<file path="src/hw/rv_cfg.svh">
`ifndef RV_CFG_SVH
`define RV_CFG_SVH

// first fetch address after reset
`define RV_RESET_PC 32'h0000_0000

// instruction memory depth is 2**9 words
`define RV_IMEM_AWIDTH 9

// data memory depth is 2**5 words
`define RV_DMEM_AWIDTH 5

// address[31:28] value that selects the MMIO window
`define RV_MMIO_NIBBLE 4'h8

`endif

</file>
<file path="src/hw/rv_isa_pkg.sv">
`default_nettype none

package rv_isa_pkg;

  typedef logic [31:0] word_t;    // data and byte address
  typedef logic [4:0]  reg_idx_t;
  typedef logic [31:0] inst_t;
  typedef logic [2:0]  funct3_t;

  // base opcodes kept in this core, others decode as no-ops
  typedef enum logic [6:0] {
    OP     = 7'b0110011,
    OP_IMM = 7'b0010011,
    LOAD   = 7'b0000011,
    STORE  = 7'b0100011,
    BRANCH = 7'b1100011,
    JAL    = 7'b1101111,
    JALR   = 7'b1100111,
    LUI    = 7'b0110111,
    AUIPC  = 7'b0010111
  } opcode_e;

  // funct3 of OP and OP_IMM
  typedef enum logic [2:0] {
    F3_ADD  = 3'b000,  // sub when funct7[5] on OP
    F3_SLL  = 3'b001,
    F3_SLT  = 3'b010,
    F3_SLTU = 3'b011,
    F3_XOR  = 3'b100,
    F3_SR   = 3'b101,  // srl / sra by funct7[5]
    F3_OR   = 3'b110,
    F3_AND  = 3'b111
  } alu_funct3_e;

  // funct3 of BRANCH
  typedef enum logic [2:0] {
    F3_BEQ  = 3'b000,
    F3_BNE  = 3'b001,
    F3_BLT  = 3'b100,
    F3_BGE  = 3'b101,
    F3_BLTU = 3'b110,
    F3_BGEU = 3'b111
  } br_funct3_e;

endpackage

`default_nettype wire

</file>
<file path="src/hw/rv_pipe_pkg.sv">
`default_nettype none

package rv_pipe_pkg;

  typedef enum logic [3:0] {
    ALU_ADD,
    ALU_SUB,
    ALU_SLL,
    ALU_SLT,
    ALU_SLTU,
    ALU_XOR,
    ALU_SRL,
    ALU_SRA,
    ALU_OR,
    ALU_AND,
    ALU_PASS_B  // lui
  } alu_op_e;

  typedef enum logic [1:0] {
    WB_ALU,
    WB_MEM,
    WB_PC4
  } wb_sel_e;

  typedef struct packed {
    logic               valid;
    rv_isa_pkg::word_t  pc;
    rv_isa_pkg::inst_t  inst;
  } fetch_t;

  typedef struct packed {
    logic                valid;
    rv_isa_pkg::word_t   pc;
    rv_isa_pkg::word_t   rs1_val;
    rv_isa_pkg::word_t   rs2_val;
    rv_isa_pkg::word_t   imm;
    alu_op_e             alu_op;
    logic                a_is_pc;
    logic                b_is_imm;
    logic                is_branch;
    logic                is_jal;
    logic                is_jalr;
    rv_isa_pkg::funct3_t funct3;
    logic                mem_read;
    logic                mem_write;
    logic                reg_write;
    rv_isa_pkg::reg_idx_t rd;
    wb_sel_e             wb_sel;
  } id_ex_t;

  typedef struct packed {
    logic                 valid;
    rv_isa_pkg::word_t    alu;    // result, also the memory address
    rv_isa_pkg::word_t    sdata;  // store data
    rv_isa_pkg::word_t    pc4;    // link value
    logic                 mem_read;
    logic                 mem_write;
    logic                 reg_write;
    rv_isa_pkg::reg_idx_t rd;
    wb_sel_e              wb_sel;
  } ex_mem_t;

  typedef struct packed {
    logic                 valid;
    logic                 reg_write;
    rv_isa_pkg::reg_idx_t rd;
    rv_isa_pkg::word_t    wdata;
  } mem_wb_t;

endpackage

`default_nettype wire

</file>
<file path="src/hw/rv_mem_stage.sv">
`timescale 1ns/100ps
`default_nettype none

`include "rv_cfg.svh"

module rv_mem_stage (
  input  wire logic                  clk,
  input  wire logic                  arst_n,
  input  wire logic                  stall,
  input  wire rv_pipe_pkg::ex_mem_t  ex_q,
  input  wire rv_isa_pkg::word_t     mmio_rdata,
  output rv_isa_pkg::word_t          mmio_addr,
  output rv_isa_pkg::word_t          mmio_wdata,
  output logic                       mmio_wen,
  output logic                       mmio_ren,
  output rv_pipe_pkg::mem_wb_t       wb_q
);

  rv_isa_pkg::word_t dmem [0:(1 << `RV_DMEM_AWIDTH) - 1];

  logic [`RV_DMEM_AWIDTH-1:0] dmem_idx;
  rv_isa_pkg::word_t          dmem_rdata;
  rv_isa_pkg::word_t          load_data;
  rv_isa_pkg::word_t          wb_val;
  logic                       is_mmio;
  logic                       dmem_we;

  assign is_mmio  = ex_q.alu[31:28] == `RV_MMIO_NIBBLE;
  assign dmem_idx = ex_q.alu[`RV_DMEM_AWIDTH+1:2];  // word aligned only
  assign dmem_we  = ex_q.valid && ex_q.mem_write && !is_mmio;

  always_ff @(posedge clk) begin
    if (!stall && dmem_we) begin
      dmem[dmem_idx] <= ex_q.sdata;
    end
  end

  assign dmem_rdata = dmem[dmem_idx];  // async read, lands in wb_q

  // straight off the X/M register, so they freeze with it
  assign mmio_addr  = ex_q.alu;
  assign mmio_wdata = ex_q.sdata;
  assign mmio_wen   = ex_q.valid && ex_q.mem_write && is_mmio;
  assign mmio_ren   = ex_q.valid && ex_q.mem_read && is_mmio;

  assign load_data = is_mmio ? mmio_rdata : dmem_rdata;

  always_comb begin
    case (ex_q.wb_sel)
      rv_pipe_pkg::WB_MEM: wb_val = load_data;
      rv_pipe_pkg::WB_PC4: wb_val = ex_q.pc4;
      default:             wb_val = ex_q.alu;
    endcase
  end

  always_ff @(posedge clk or negedge arst_n) begin
    if (!arst_n) begin
      wb_q <= '0;
    end else if (!stall) begin
      wb_q.valid     <= ex_q.valid;
      wb_q.reg_write <= ex_q.reg_write;
      wb_q.rd        <= ex_q.rd;
      wb_q.wdata     <= wb_val;     // mmio_rdata sampled here
    end
  end

endmodule

`default_nettype wire

</file>
<file path="config.mk">
export PLATFORM = sky130hd
export DESIGN_NAME = rv_mem_stage
export DESIGN_NICKNAME = d
export VERILOG_FILES = /design/src/hw/rv_isa_pkg.sv /design/src/hw/rv_pipe_pkg.sv /design/src/hw/rv_mem_stage.sv
export VERILOG_INCLUDE_DIRS = /design/src /design/src/hw
export SDC_FILE = /design/constraint.sdc
export NUM_CORES = 1
export LEC_CHECK = 0
export BUFFER_PORTS_ARGS = -buffer_cell sky130_fd_sc_hd__buf_4
export CAP_MARGIN = 20
export CORE_MARGIN = 2
export CORE_UTILIZATION = 28
export DETAILED_ROUTE_END_ITERATION = 12
export HOLD_SLACK_MARGIN = 0.08
export PLACE_DENSITY_LB_ADDON = 0.25
export SLEW_MARGIN = 20
export SYNTH_ARGS = -nofsm -noshare
export SYNTH_HDL_FRONTEND = slang
export SYNTH_SLANG_ARGS = --single-unit
</file>
<file path="constraint.sdc">
create_clock -name clk -period 2.25 [get_ports clk]
set_input_delay 0.3375 -clock clk [delete_from_list [all_inputs] [get_ports clk]]
set_output_delay 0.3375 -clock clk [all_outputs]
set_load 0.02 [all_outputs]
</file>
* Word level (Yosys, flattened, before mapping)
Memories as Yosys holds them, arrays and structs flattened.
Cells that the tools add are included.
W data, S select, Z words.
** Storage, ports and cells
- Flip-flop bits (word level) :: 39
- Latch bits :: 0
- Bits in writable memories :: 1024
- ROM bits :: 0
- Input bits :: 142
- Memories kept :: 1
** Memories
- dmem :: depth 32, width 32, read ports 1, clocked after memory_dff 0, write ports 1, RTL line rv_mem_stage.sv:19 : rv_isa_pkg::word_t dmem [0:(1 << `RV_DMEM_AWIDTH) - 1];
** Operators by class
- $add $sub $neg :: 0
- Multipliers :: 0
- Divide/modulo/power cells :: 0
- Magnitude comparators :: 0
- Equality and inequality tests :: 3
- Shifts and indexed selects :: 0
- Mux-type cells :: 4
- Bitwise logic cells :: 0
- Reduce and logical (&&, ||, !) cells :: 8
** Operator list (count)
- $pmux W32 S2 :: 1
- $mux W32 :: 1
- $logic_and A1 B1 Y1 :: 6
- $eq A4 B4 Y1 const B :: 1
- $eq A2 B1 Y1 const B :: 1
- $eq A2 B2 Y1 const B :: 1
- $logic_not A1 Y1 :: 2
- $mux W1 :: 2

* Logic depth before layout (Yosys ltp)
Gate-level depths: netlist of run 1.
- Depth after elaboration :: 6
- Gate-level depth with buffers :: 9

* Worst setup path after synthesis of run 1
Ideal clock, no wire load.
- Kind :: input-to-reg
- Start point :: in ex_q[105] (netlist bit)
- End point :: mem dmem[28][0] (netlist bit) (enable)
- Setup time :: 421 ps
- Data arrival time :: 2955 ps
- Data required time :: 1829 ps
- Setup slack :: -1126 ps
- Stages :: 6
- Cells stage by stage :: or4b_1 > clkbuf_1 > or3b_2 > or3_1 > clkbuf_1 > nor2_1
** On the way
- Word-level cells in the longest chain between the ends :: 6
** RTL lines
- start, declared :: RTL line rv_mem_stage.sv:10 : input wire rv_pipe_pkg::ex_mem_t ex_q,
- $eq A4 B4 Y1 (no line)
- $logic_not A1 Y1 :: RTL line rv_mem_stage.sv:30 : assign dmem_we = ex_q.valid && ex_q.mem_write && !is_mmio;
- $logic_and A1 B1 Y1 :: RTL line rv_mem_stage.sv:30
- $logic_and A1 B1 Y1 :: RTL line rv_mem_stage.sv:33 : if (!stall && dmem_we) begin
- $mux W1 :: RTL line rv_mem_stage.sv:33
- $mux W1 (implied by the code) :: RTL line rv_mem_stage.sv:34 : dmem[dmem_idx] <= ex_q.sdata;
- end, declared :: RTL line rv_mem_stage.sv:19
No other way between the ends.

* Final worst setup path of run 1
- Start point :: in ex_q[106] (netlist bit)
- End point :: mem dmem[8][1] (netlist bit) (enable)
** On the way
- Word-level cells in the longest chain between the ends :: 5
** RTL lines (RTL line)
- $logic_and A1 B1 Y1 (2 in series) :: rv_mem_stage.sv:30
- $logic_and A1 B1 Y1 :: rv_mem_stage.sv:33
- $mux W1 :: rv_mem_stage.sv:33
- $mux W1 (implied by the code) :: rv_mem_stage.sv:34
No other way between the ends.

==> results.rst, run 1 <==
.. list-table::
   :header-rows: 1

   * - Metric
     - Value
   * - Final period util
     - 0.9839
   * - Syn nets
     - 2435
   * - Peak-usage layer in the global routing report
     - met2
   * - Iteration-0 DRC count of the detailed router
     - 2388
   * - Worst hold path stage count
     - 1
   * - Via count of the first global-routing pass
     - 25080
   * - Worst slew slack as a fraction of its limit
     - 0.3173
   * - Setup Crit Path Kind
     - in -> reg
   * - Post-route worst hold slack
     - 0.1159 ns
   * - Die Area
     - 153400 um2
   * - Number of failing hold endpoints at the final stage
     - 0
   * - Residual DRC count
     - 0
   * - Worst-case reg-to-reg path depth
     - 4
   * - Leading register cell type out of synthesis
     - sky130_fd_sc_hd__edfxtp_1
   * - Router iterations before antenna repair
     - 5
   * - Netlist area before placement
     - 42080 um2
   * - Layout area overhead
     - 28.00%
   * - R2R Path End
     - wb_q[5]
   * - I/O pins
     - 247
   * - Insertion delay of the later-clocked pin in the worst-skew pair
     - 0.69 ns
   * - Final nets
     - just under 3000
   * - Worst-case register-to-register setup slack
     - 0.21 ns
   * - Critical register-to-register path startpoint
     - dmem[8][5]
   * - Slowest stage delay, CP
     - 0.53 ns
   * - Avg WL per Cell
     - 27.25 um
   * - Detail-routed via count per cell
     - 4.898
   * - Post-synthesis async set-or-reset flop share
     - 0.03669
   * - Slew @ Worst Pin
     - 1.023 ns
   * - Maximum Capacitance Violations
     - 0
   * - Die width
     - 391.7 um
   * - CTS buffer count
     - 110
   * - Minimum clock period after layout
     - ~2.2 ns
   * - Met1 track utilization from global routing
     - 0.2336
   * - Clock group share of total power
     - 0.420
   * - Crit-path cells
     - dlygate4sd3_1, buf_4, nand2_1, or3b_4, or3_1, buf_12, nor2_4, buf_12
   * - Die Ht
     - 391.7 um
   * - First-pass GRT wire length
     - between 150 and 200 mm
   * - Startpoint Class
     - input port
   * - Number of unique standard cell types used by synthesis
     - 55
   * - Data arrival time of the critical path
     - 2.58 ns
   * - TritonCTS sink count
     - 1063
   * - Worst path slowest cell
     - sky130_fd_sc_hd__dlygate4sd3_1
   * - Routability-driven placement congestion ratio
     - 0.8428
   * - Critical hold path startpoint
     - ex_q[47]
   * - Cells after synthesis
     - 2291
   * - Unrepaired setup endpoints after global routing
     - false
   * - Share of synthesized area occupied by flip-flops and latches
     - 0.7539
   * - Total of flip-flops plus latches after synthesis
     - 1063
   * - GRT Util Overall
     - 0.1736
   * - Util after Layout
     - 0.3601
   * - Max Fclk
     - 451.7 MHz
   * - Leakage component of the power
     - 18.80 nW
   * - Kind of end point of the critical path
     - flop
   * - Area share of the largest cell type after synthesis
     - 0.7307
   * - TritonCTS clock tree
     - yes
   * - Net switching power
     - 9.460 mW
   * - Number of antenna violations at the first check in global routing
     - 8
   * - Placement Rows
     - 142
   * - Number of enable flip-flop cells after synthesis
     - between 1000 and 1500
   * - Ratio of total power to cell area
     - 806.0 nW/um2
   * - Detail Placement HPWL
     - roughly 89 mm
   * - Met2 global-route usage
     - 0.2825
   * - Req. time, crit path
     - 2.61 ns
   * - VDD IR max
     - roughly 0.56 mV
   * - Port-buffer cells
     - 246
   * - Final setup fails
     - 0
   * - Clock-pin slew reported for the worst setup and hold paths after clock tree synthesis
     - 0.06 ns
   * - Core outline area
     - 149600 um2
   * - Dominant cells by area after synthesis
     - sky130_fd_sc_hd__edfxtp_1, sky130_fd_sc_hd__mux2i_1, sky130_fd_sc_hd__mux4_2
   * - Clock Tree Root
     - sky130_fd_sc_hd__clkbuf_16
   * - Post-CTS Setup Repair Bufs
     - 0
   * - Remaining number of nets flagged by the antenna check after routing
     - 0
   * - H-Tree Level Count
     - 3
   * - Largest area contributor in the netlist
     - sky130_fd_sc_hd__edfxtp_1
   * - Crit-path max FO
     - 19
   * - Warning count from the yosys run
     - 0
   * - Drt total wl
     - roughly 140 mm
   * - Share of total power in sequential cells
     - 0.505
   * - Total vias in the final route
     - 24278
   * - Pin count of the biggest net entering global routing
     - 50
   * - Net Sw Frac
     - 0.2179
   * - Initial Utilization
     - 0.2813
   * - Final Skew
     - 0.01982 ns
   * - Internal power of the cells
     - 33.96 mW
   * - Cell mode on critical path
     - sky130_fd_sc_hd__buf_12
   * - Worst-case clock buffer depth
     - 3
   * - Global routing usage on met3
     - 0.03620
   * - Post-Synthesis Mean Instance Area
     - roughly 18 um2
   * - Number of pins with negative max-slew slack in the final report
     - 0
   * - Fraction of layout instances using a drive strength above 1
     - 0.3036
   * - Terminating pin of the worst hold path
     - dmem[29][5]
   * - Outcome
     - complete, no violations
   * - Hold/Removal Path Class
     - in -> reg
   * - Residual overflow from global routing
     - 0
   * - Logic gate share of total power
     - 0.075
==> cell type report <==
| type | instances | area [um2] |
|---|---|---|
| repair buffers | 643 | 6505 |
| diodes | 3 | 7.507 |
| multi-input cells | 1018 | 9444 |
| clock buffers | 150 | 3078 |
| clock inverters | 60 | 570.5 |
| well taps | 2016 | 2522 |
| inverters | 4 | 15.01 |
| flip-flops and latches | 1063 | 31730 |
| fillers | 14007 | 95730 |
==> cells by family (layout without fill, tap and decap cells) <==
logic type,Yosys count,count (layout),share of synthesized area
flops,1063,1063,0.7539
buf+inv,210,857,0.02878
mux,434,434,0.1301
simple gates,239,239,0.03149
fa+ha+maj,2,2,0.0005945
other cells,0,3,0
compound gates,343,343,0.05521
==> critical path, delay by kind of cell <==
kind,cells,cell delay [ns]
buffers and inverters,4,1.06
and+or+nand+nor,4,1.14
==> sequential cells by signal, indices dropped and copies added, names as in the netlist <==
register / count
wb_q: 39
dmem: 1024
==> cells in the mapped netlist (4+ instances only) <==
library cell,number
sky130_fd_sc_hd__or4b_1,6
sky130_fd_sc_hd__buf_2,68
sky130_fd_sc_hd__mux2_2,10
sky130_fd_sc_hd__mux2i_1,335
sky130_fd_sc_hd__nand4b_1,4
sky130_fd_sc_hd__mux4_2,88
sky130_fd_sc_hd__edfxtp_1,1024
sky130_fd_sc_hd__o22ai_1,125
sky130_fd_sc_hd__o221ai_1,41
sky130_fd_sc_hd__o21ai_0,31
sky130_fd_sc_hd__a31oi_1,20
sky130_fd_sc_hd__clkbuf_1,52
sky130_fd_sc_hd__a211o_1,19
sky130_fd_sc_hd__nor4_1,30
sky130_fd_sc_hd__buf_6,7
sky130_fd_sc_hd__a22oi_1,29
sky130_fd_sc_hd__nor2_1,88
sky130_fd_sc_hd__nand2_1,22
sky130_fd_sc_hd__and3_1,38
sky130_fd_sc_hd__dfrtp_1,39
sky130_fd_sc_hd__buf_4,76
sky130_fd_sc_hd__nand4bb_1,5
sky130_fd_sc_hd__a21oi_1,34
sky130_fd_sc_hd__nand3b_1,6
sky130_fd_sc_hd__o2111ai_1,4
sky130_fd_sc_hd__a211oi_1,28
sky130_fd_sc_hd__nor3_1,7
sky130_fd_sc_hd__nand3_1,9
==> what timing repair did <==
action / in CTS / in global routing
gates resized for setup: 1 / 0
hold buffers: 66 / 0
hold endpoints to repair: 621 / 0
setup endpoints to repair: 1 / 0
==> power by group through the flow <==
stage / Combinational [mW] / Clock [mW] / Sequential, mW
2_1_floorplan: 1.34 / 0 / 22.5
3_3_place_gp: 3.15 / 0 / 22.3
3_5_place_dp: 3.18 / 0 / 22.4
4_1_cts: 3.29 / 18.6 / 21.9
5_1_grt: 3.45 / 19.4 / 21.9
6_report: 3.26 / 18.2 / 21.9
==> stage by stage <==
| stage | setup TNS (ns) | instances | setup WS (ns) | area (um2) | power [mW] |
|---|---|---|---|---|---|
| final | 0 | 4957 | 0.03627 | 53870 | 43.42 |
| after global routing | 0 | 4955 | 0.01162 | 53860 | 44.80 |
| after CTS | 0 | 4954 | 0.07510 | 53860 | 43.85 |
| after detailed placement | -81.64 | 4678 | -0.6048 | 49550 | 25.53 |
| after global placement | -99.96 | 4678 | -0.6244 | 49550 | 25.50 |
| after floorplan | -231.99 | 2291 | -0.4875 | 42500 | 23.79 |
==> placed cells by master (no fill, tap or decap), drive strengths merged, types with 20 or more instances in the layout <==
| cell type | count |
|---|---|
| edfxtp | 1024 |
| dlygate4sd3 | 66 |
| and3 | 38 |
| clkbuf | 150 |
| o221ai | 41 |
| buf | 577 |
| o22ai | 125 |
| a22oi | 29 |
| o21ai | 32 |
| a31oi | 20 |
| mux4 | 89 |
| nor2 | 88 |
| clkinv | 43 |
| a211oi | 28 |
| nand2 | 22 |
| mux2i | 335 |
| dfrtp | 39 |
| nor4 | 30 |
| a21oi | 34 |
==> layer usage <==
layer / routed length [um] / vias to the layer above
met4: 3382 / 6
met2: 63990 / 895
met3: 9268 / 184
met5: 27 / -
li1: - / 10471
met1: 58420 / 12722
==> worst max-delay path by stage <==
stage	to	slack, ns	cells past startpoint	start
after global placement	wb_q[31]	-0.62	9	ex_q[77]
after CTS	dmem[8][27]	0.08	8	ex_q[106]
final	dmem[8][1]	0.04	8	ex_q[106]
after detailed placement	wb_q[31]	-0.60	9	ex_q[77]
after floorplan	dmem[11][0]	-0.49	7	ex_q[76]
after global routing	dmem[8][27]	0.01	8	ex_q[106]
(Power assumes the default switching activity.)
==> run 2, diff against run 1 <==
--- a/config.mk
+++ b/config.mk
@@ -11,7 +11,9 @@
 export CORE_MARGIN = 2
 export CORE_UTILIZATION = 28
 export DETAILED_ROUTE_END_ITERATION = 12
+export GPL_TIMING_DRIVEN = 1
 export HOLD_SLACK_MARGIN = 0.08
+export MAX_ROUTING_LAYER = met4
 export PLACE_DENSITY_LB_ADDON = 0.25
 export SLEW_MARGIN = 20
 export SYNTH_ARGS = -nofsm -noshare
==> constraint.sdc (replaced) <==
create_clock -name clk -period 2.1 [get_ports clk]
set_input_delay 0.315 -clock clk [delete_from_list [all_inputs] [get_ports clk]]
set_output_delay 0.315 -clock clk [all_outputs]
set_load 0.02 [all_outputs]
==> run 2 against run 1 <==
  * The run now ends with negative setup slack left
  * Clock-buffer cell count fell by 7
  * Global-route usage rose by 0.66 points
  * Setup slack got worse by 0.040 ns
  * Clock skew rose by 0.0018 ns
  * Combinational power rose by 8.9%
  * Worst hold slack got worse by 0.016 ns
  * Final cell count rose by 0.54%
  * Largest cell class unchanged
  * Highest routed layer is now met4
==> results.rst, run 2 (same netlist as run 1, synthesis figures left out) <==
.. list-table::
   :header-rows: 1

   * - Metric
     - Value
   * - Outcome
     - finished, violations left
   * - Violated checks
     - negative setup slack
   * - Total vias in the final route
     - 24787 (+2.1%)
   * - Clock-pin slew reported for the worst setup and hold paths after clock tree synthesis
     - 0.06 ns (about the same)
   * - VDD IR max
     - 0.6609 mV (+18%)
   * - CTS buffer count
     - 110 (unchanged)
   * - Timing startpoint of the critical path
     - ex_q[76]
   * - Residual DRC count
     - 0 (unchanged)
   * - First-pass GRT wire length
     - 188.3 mm (+0.17%)
   * - Req. time, crit path
     - 2.73 ns (+0.12 ns)
   * - Setup Crit Path Kind
     - in -> reg
   * - Hold/Removal Path Class
     - in -> reg
   * - Avg WL per Cell
     - 27.59 um (+1.2%)
   * - Die width
     - 391.7 um (unchanged)
   * - Leakage component of the power
     - 18.93 nW (+0.68%)
   * - Placement Rows
     - 142 (unchanged)
   * - Max Fclk
     - 475.3 MHz
   * - Regs by FF count
     - dmem: 1024 flops, wb_q: 39 flops
   * - Number of antenna violations at the first check in global routing
     - 5 (-3)
   * - Die Ht
     - 391.7 um (unchanged)
   * - Final Skew
     - 0.02165 ns (+0.001827 ns)
   * - Detail-routed via count per cell
     - 4.973 (+1.5%)
   * - Clock Tree Root
     - sky130_fd_sc_hd__clkbuf_16
   * - Critical hold path startpoint
     - ex_q[89]
   * - Fraction of layout instances using a drive strength above 1
     - 0.3018 (-0.001855)
   * - Number of failing hold endpoints at the final stage
     - 0 (unchanged)
   * - Terminating pin of the worst hold path
     - wb_q[15]
   * - Detail Placement HPWL
     - 89.35 mm (+0.24%)
   * - Final setup fails
     - 1 (+1)
   * - Final nets
     - 3016 (+1.1%)
   * - Leading cell types in the layout, fill and taps excluded
     - sky130_fd_sc_hd__edfxtp_1, sky130_fd_sc_hd__buf_4, sky130_fd_sc_hd__mux2i_1
   * - Top register by number of flip-flops
     - dmem
   * - Final period util
     - 1.002
   * - TritonCTS sink count
     - 1063 (unchanged)
   * - Crit-path max FO
     - 18 (-1)
   * - Number of flip-flops under the largest register name
     - 1024 (unchanged)
   * - Insertion delay of the later-clocked pin in the worst-skew pair
     - 0.70 ns (about the same)
   * - Number of pins with negative max-slew slack in the final report
     - 0 (unchanged)
   * - Commonest non-fill, non-tap cell in the layout
     - sky130_fd_sc_hd__edfxtp_1
   * - H-Tree Level Count
     - 3 (unchanged)
   * - Port-buffer cells
     - 246 (unchanged)
   * - R2R Path End
     - wb_q[1]
   * - Router iterations before antenna repair
     - 6 (+1)
   * - Drt total wl
     - 137.5 mm (+1.8%)
   * - Worst-case reg-to-reg path depth
     - 5 (+1)
   * - Fin worst setup slack
     - -0.003862 ns (-0.04013 ns)
   * - Fill count
     - 13915 (-0.66%)
   * - Worst slew slack as a fraction of its limit
     - 0.4779 (+0.1605)
   * - Remaining number of nets flagged by the antenna check after routing
     - 0 (unchanged)
   * - Minimum clock period after layout
     - 2.104 ns
   * - Routability-driven placement congestion ratio
     - 0.8326 (-1.2%)
   * - Worst-case clock buffer depth
     - 3 (unchanged)
   * - Worst-case register-to-register setup slack
     - 0.11 ns (-0.10 ns)
   * - Pin count of the biggest net entering global routing
     - 44 (-12%)
   * - Worst hold path stage count
     - 4 (+3)
   * - Die Area
     - 153400 um2 (unchanged)
   * - Maximum Capacitance Violations
     - 0 (unchanged)
   * - Kind of end point of the critical path
     - flop
   * - Core outline area
     - 149600 um2 (unchanged)
   * - Iteration-0 DRC count of the detailed router
     - 2518 (+5.4%)
   * - Critical register-to-register path startpoint
     - dmem[8][1]
   * - Initial Utilization
     - 0.2813 (unchanged)
   * - Startpoint Class
     - input port
   * - Aggregate negative setup slack
     - -0.003862 ns (-0.003862 ns)
   * - Data arrival time of the critical path
     - 2.74 ns (+0.16 ns)
   * - TritonCTS clock tree
     - yes
   * - Unrepaired setup endpoints after global routing
     - false
   * - Residual overflow from global routing
     - 0 (unchanged)
   * - Ratio of total power to cell area
     - 856.6 nW/um2 (+6.3%)
   * - Layout area overhead
     - 28.84%
   * - Sum of internal, switching and leakage power
     - 46.44 mW (+7.0%)
   * - GRT Util Overall
     - 0.1801 (+0.006564)
   * - Slew @ Worst Pin
     - 0.7832 ns (-0.2397 ns)
   * - I/O pins
     - 247 (unchanged)
   * - Via count of the first global-routing pass
     - 24623 (-1.8%)
[run 2: changes by cell type in the layout (fill, tap and decap cells not counted), moves of 2 or more]
cell and change:
sky130_fd_sc_hd__clkbuf_8 -2, sky130_fd_sc_hd__clkbuf_1 -3, sky130_fd_sc_hd__buf_6 +3, sky130_fd_sc_hd__clkinv_2 -4, sky130_fd_sc_hd__buf_4 -2, sky130_fd_sc_hd__clkinv_1 +7, sky130_fd_sc_hd__buf_12 +4, sky130_fd_sc_hd__dlygate4sd3_1 +24
[run 2: area by class of cell]
class,count,area (um2),share of cell area
clock inverters,63,599.3,0.01105
clock buffers,143,2989,0.05513
multi-input cells,1018,9459,0.1745
repair buffers,675,6907,0.1274
diodes,2,5.005,0.00009230
flip-flops and latches,1063,31730,0.5851
inverters,4,15.01,0.0002769
well taps,2016,2522,0.04652
[run 2: report_power, final]
| group | total (mW) | internal [mW] | switching [mW] |
|---|---|---|---|
| Clock | 19.4 | 11.3 | 8.04 |
| Sequential | 23.5 | 23.4 | 0.100 |
| Combinational | 3.55 | 1.54 | 2.01 |
[run 2: routing by layer]
layer,vias to the layer above,part of all wire,track usage
li1,10535,-,-
met5,-,0,-
met3,188,0.064,0.02940
met4,0,0.024,0.04986
met1,13113,0.44,0.2398
met2,951,0.47,0.2854
[run 2: worst max path at each step]
stage	endpoint	slack, ns	cells past startpoint
2_1_floorplan	dmem[11][0]	-0.62	7
3_5_place_dp	wb_q[25]	-0.87	8
5_1_grt	wb_q[26]	0.01	9
4_1_cts	dmem[8][13]	0.01	8
3_3_place_gp	wb_q[25]	-0.88	8
6_report	wb_q[25]	-0.004	10
[run 2: stage by stage]
| stage | cell area [um2] | instances | hold WS (ns) | utilization | setup slack [ns] |
|---|---|---|---|---|---|
| after global routing | 54220 | 4983 | 0.08861 | 0.3624 | 0.009749 |
| after global placement | 49570 | 4677 | 0.4298 | 0.3313 | -0.8775 |
| after detailed placement | 49570 | 4677 | 0.4299 | 0.3313 | -0.8727 |
| after CTS | 54070 | 4974 | 0.08041 | 0.3614 | 0.009689 |
| after floorplan | 42470 | 2291 | 0.01941 | - | -0.6150 |
| final | 54220 | 4984 | 0.1001 | 0.3625 | -0.003862 |
[run 2: repair_timing]
action | 4_1_cts | 5_1_grt
buffers inserted | 0 | 6
endpoints found under the setup margin | 1 | 242
gates resized for setup | 2 | 7
pin swaps | 0 | 5
cloned | 0 | 2
hold endpoints to repair | 1098 | 0
hold buffers | 91 | 0
[run 2: worst max-delay path, cell delays in order]
cell,delay [ns]
sky130_fd_sc_hd__buf_6,0.26
sky130_fd_sc_hd__buf_12,0.19
sky130_fd_sc_hd__nand4b_1,0.52
sky130_fd_sc_hd__buf_12,0.35
sky130_fd_sc_hd__buf_4,0.13
sky130_fd_sc_hd__o22ai_1,0.11
sky130_fd_sc_hd__a211oi_1,0.07
sky130_fd_sc_hd__buf_4,0.16
sky130_fd_sc_hd__a31oi_1,0.41
sky130_fd_sc_hd__a211o_1,0.16
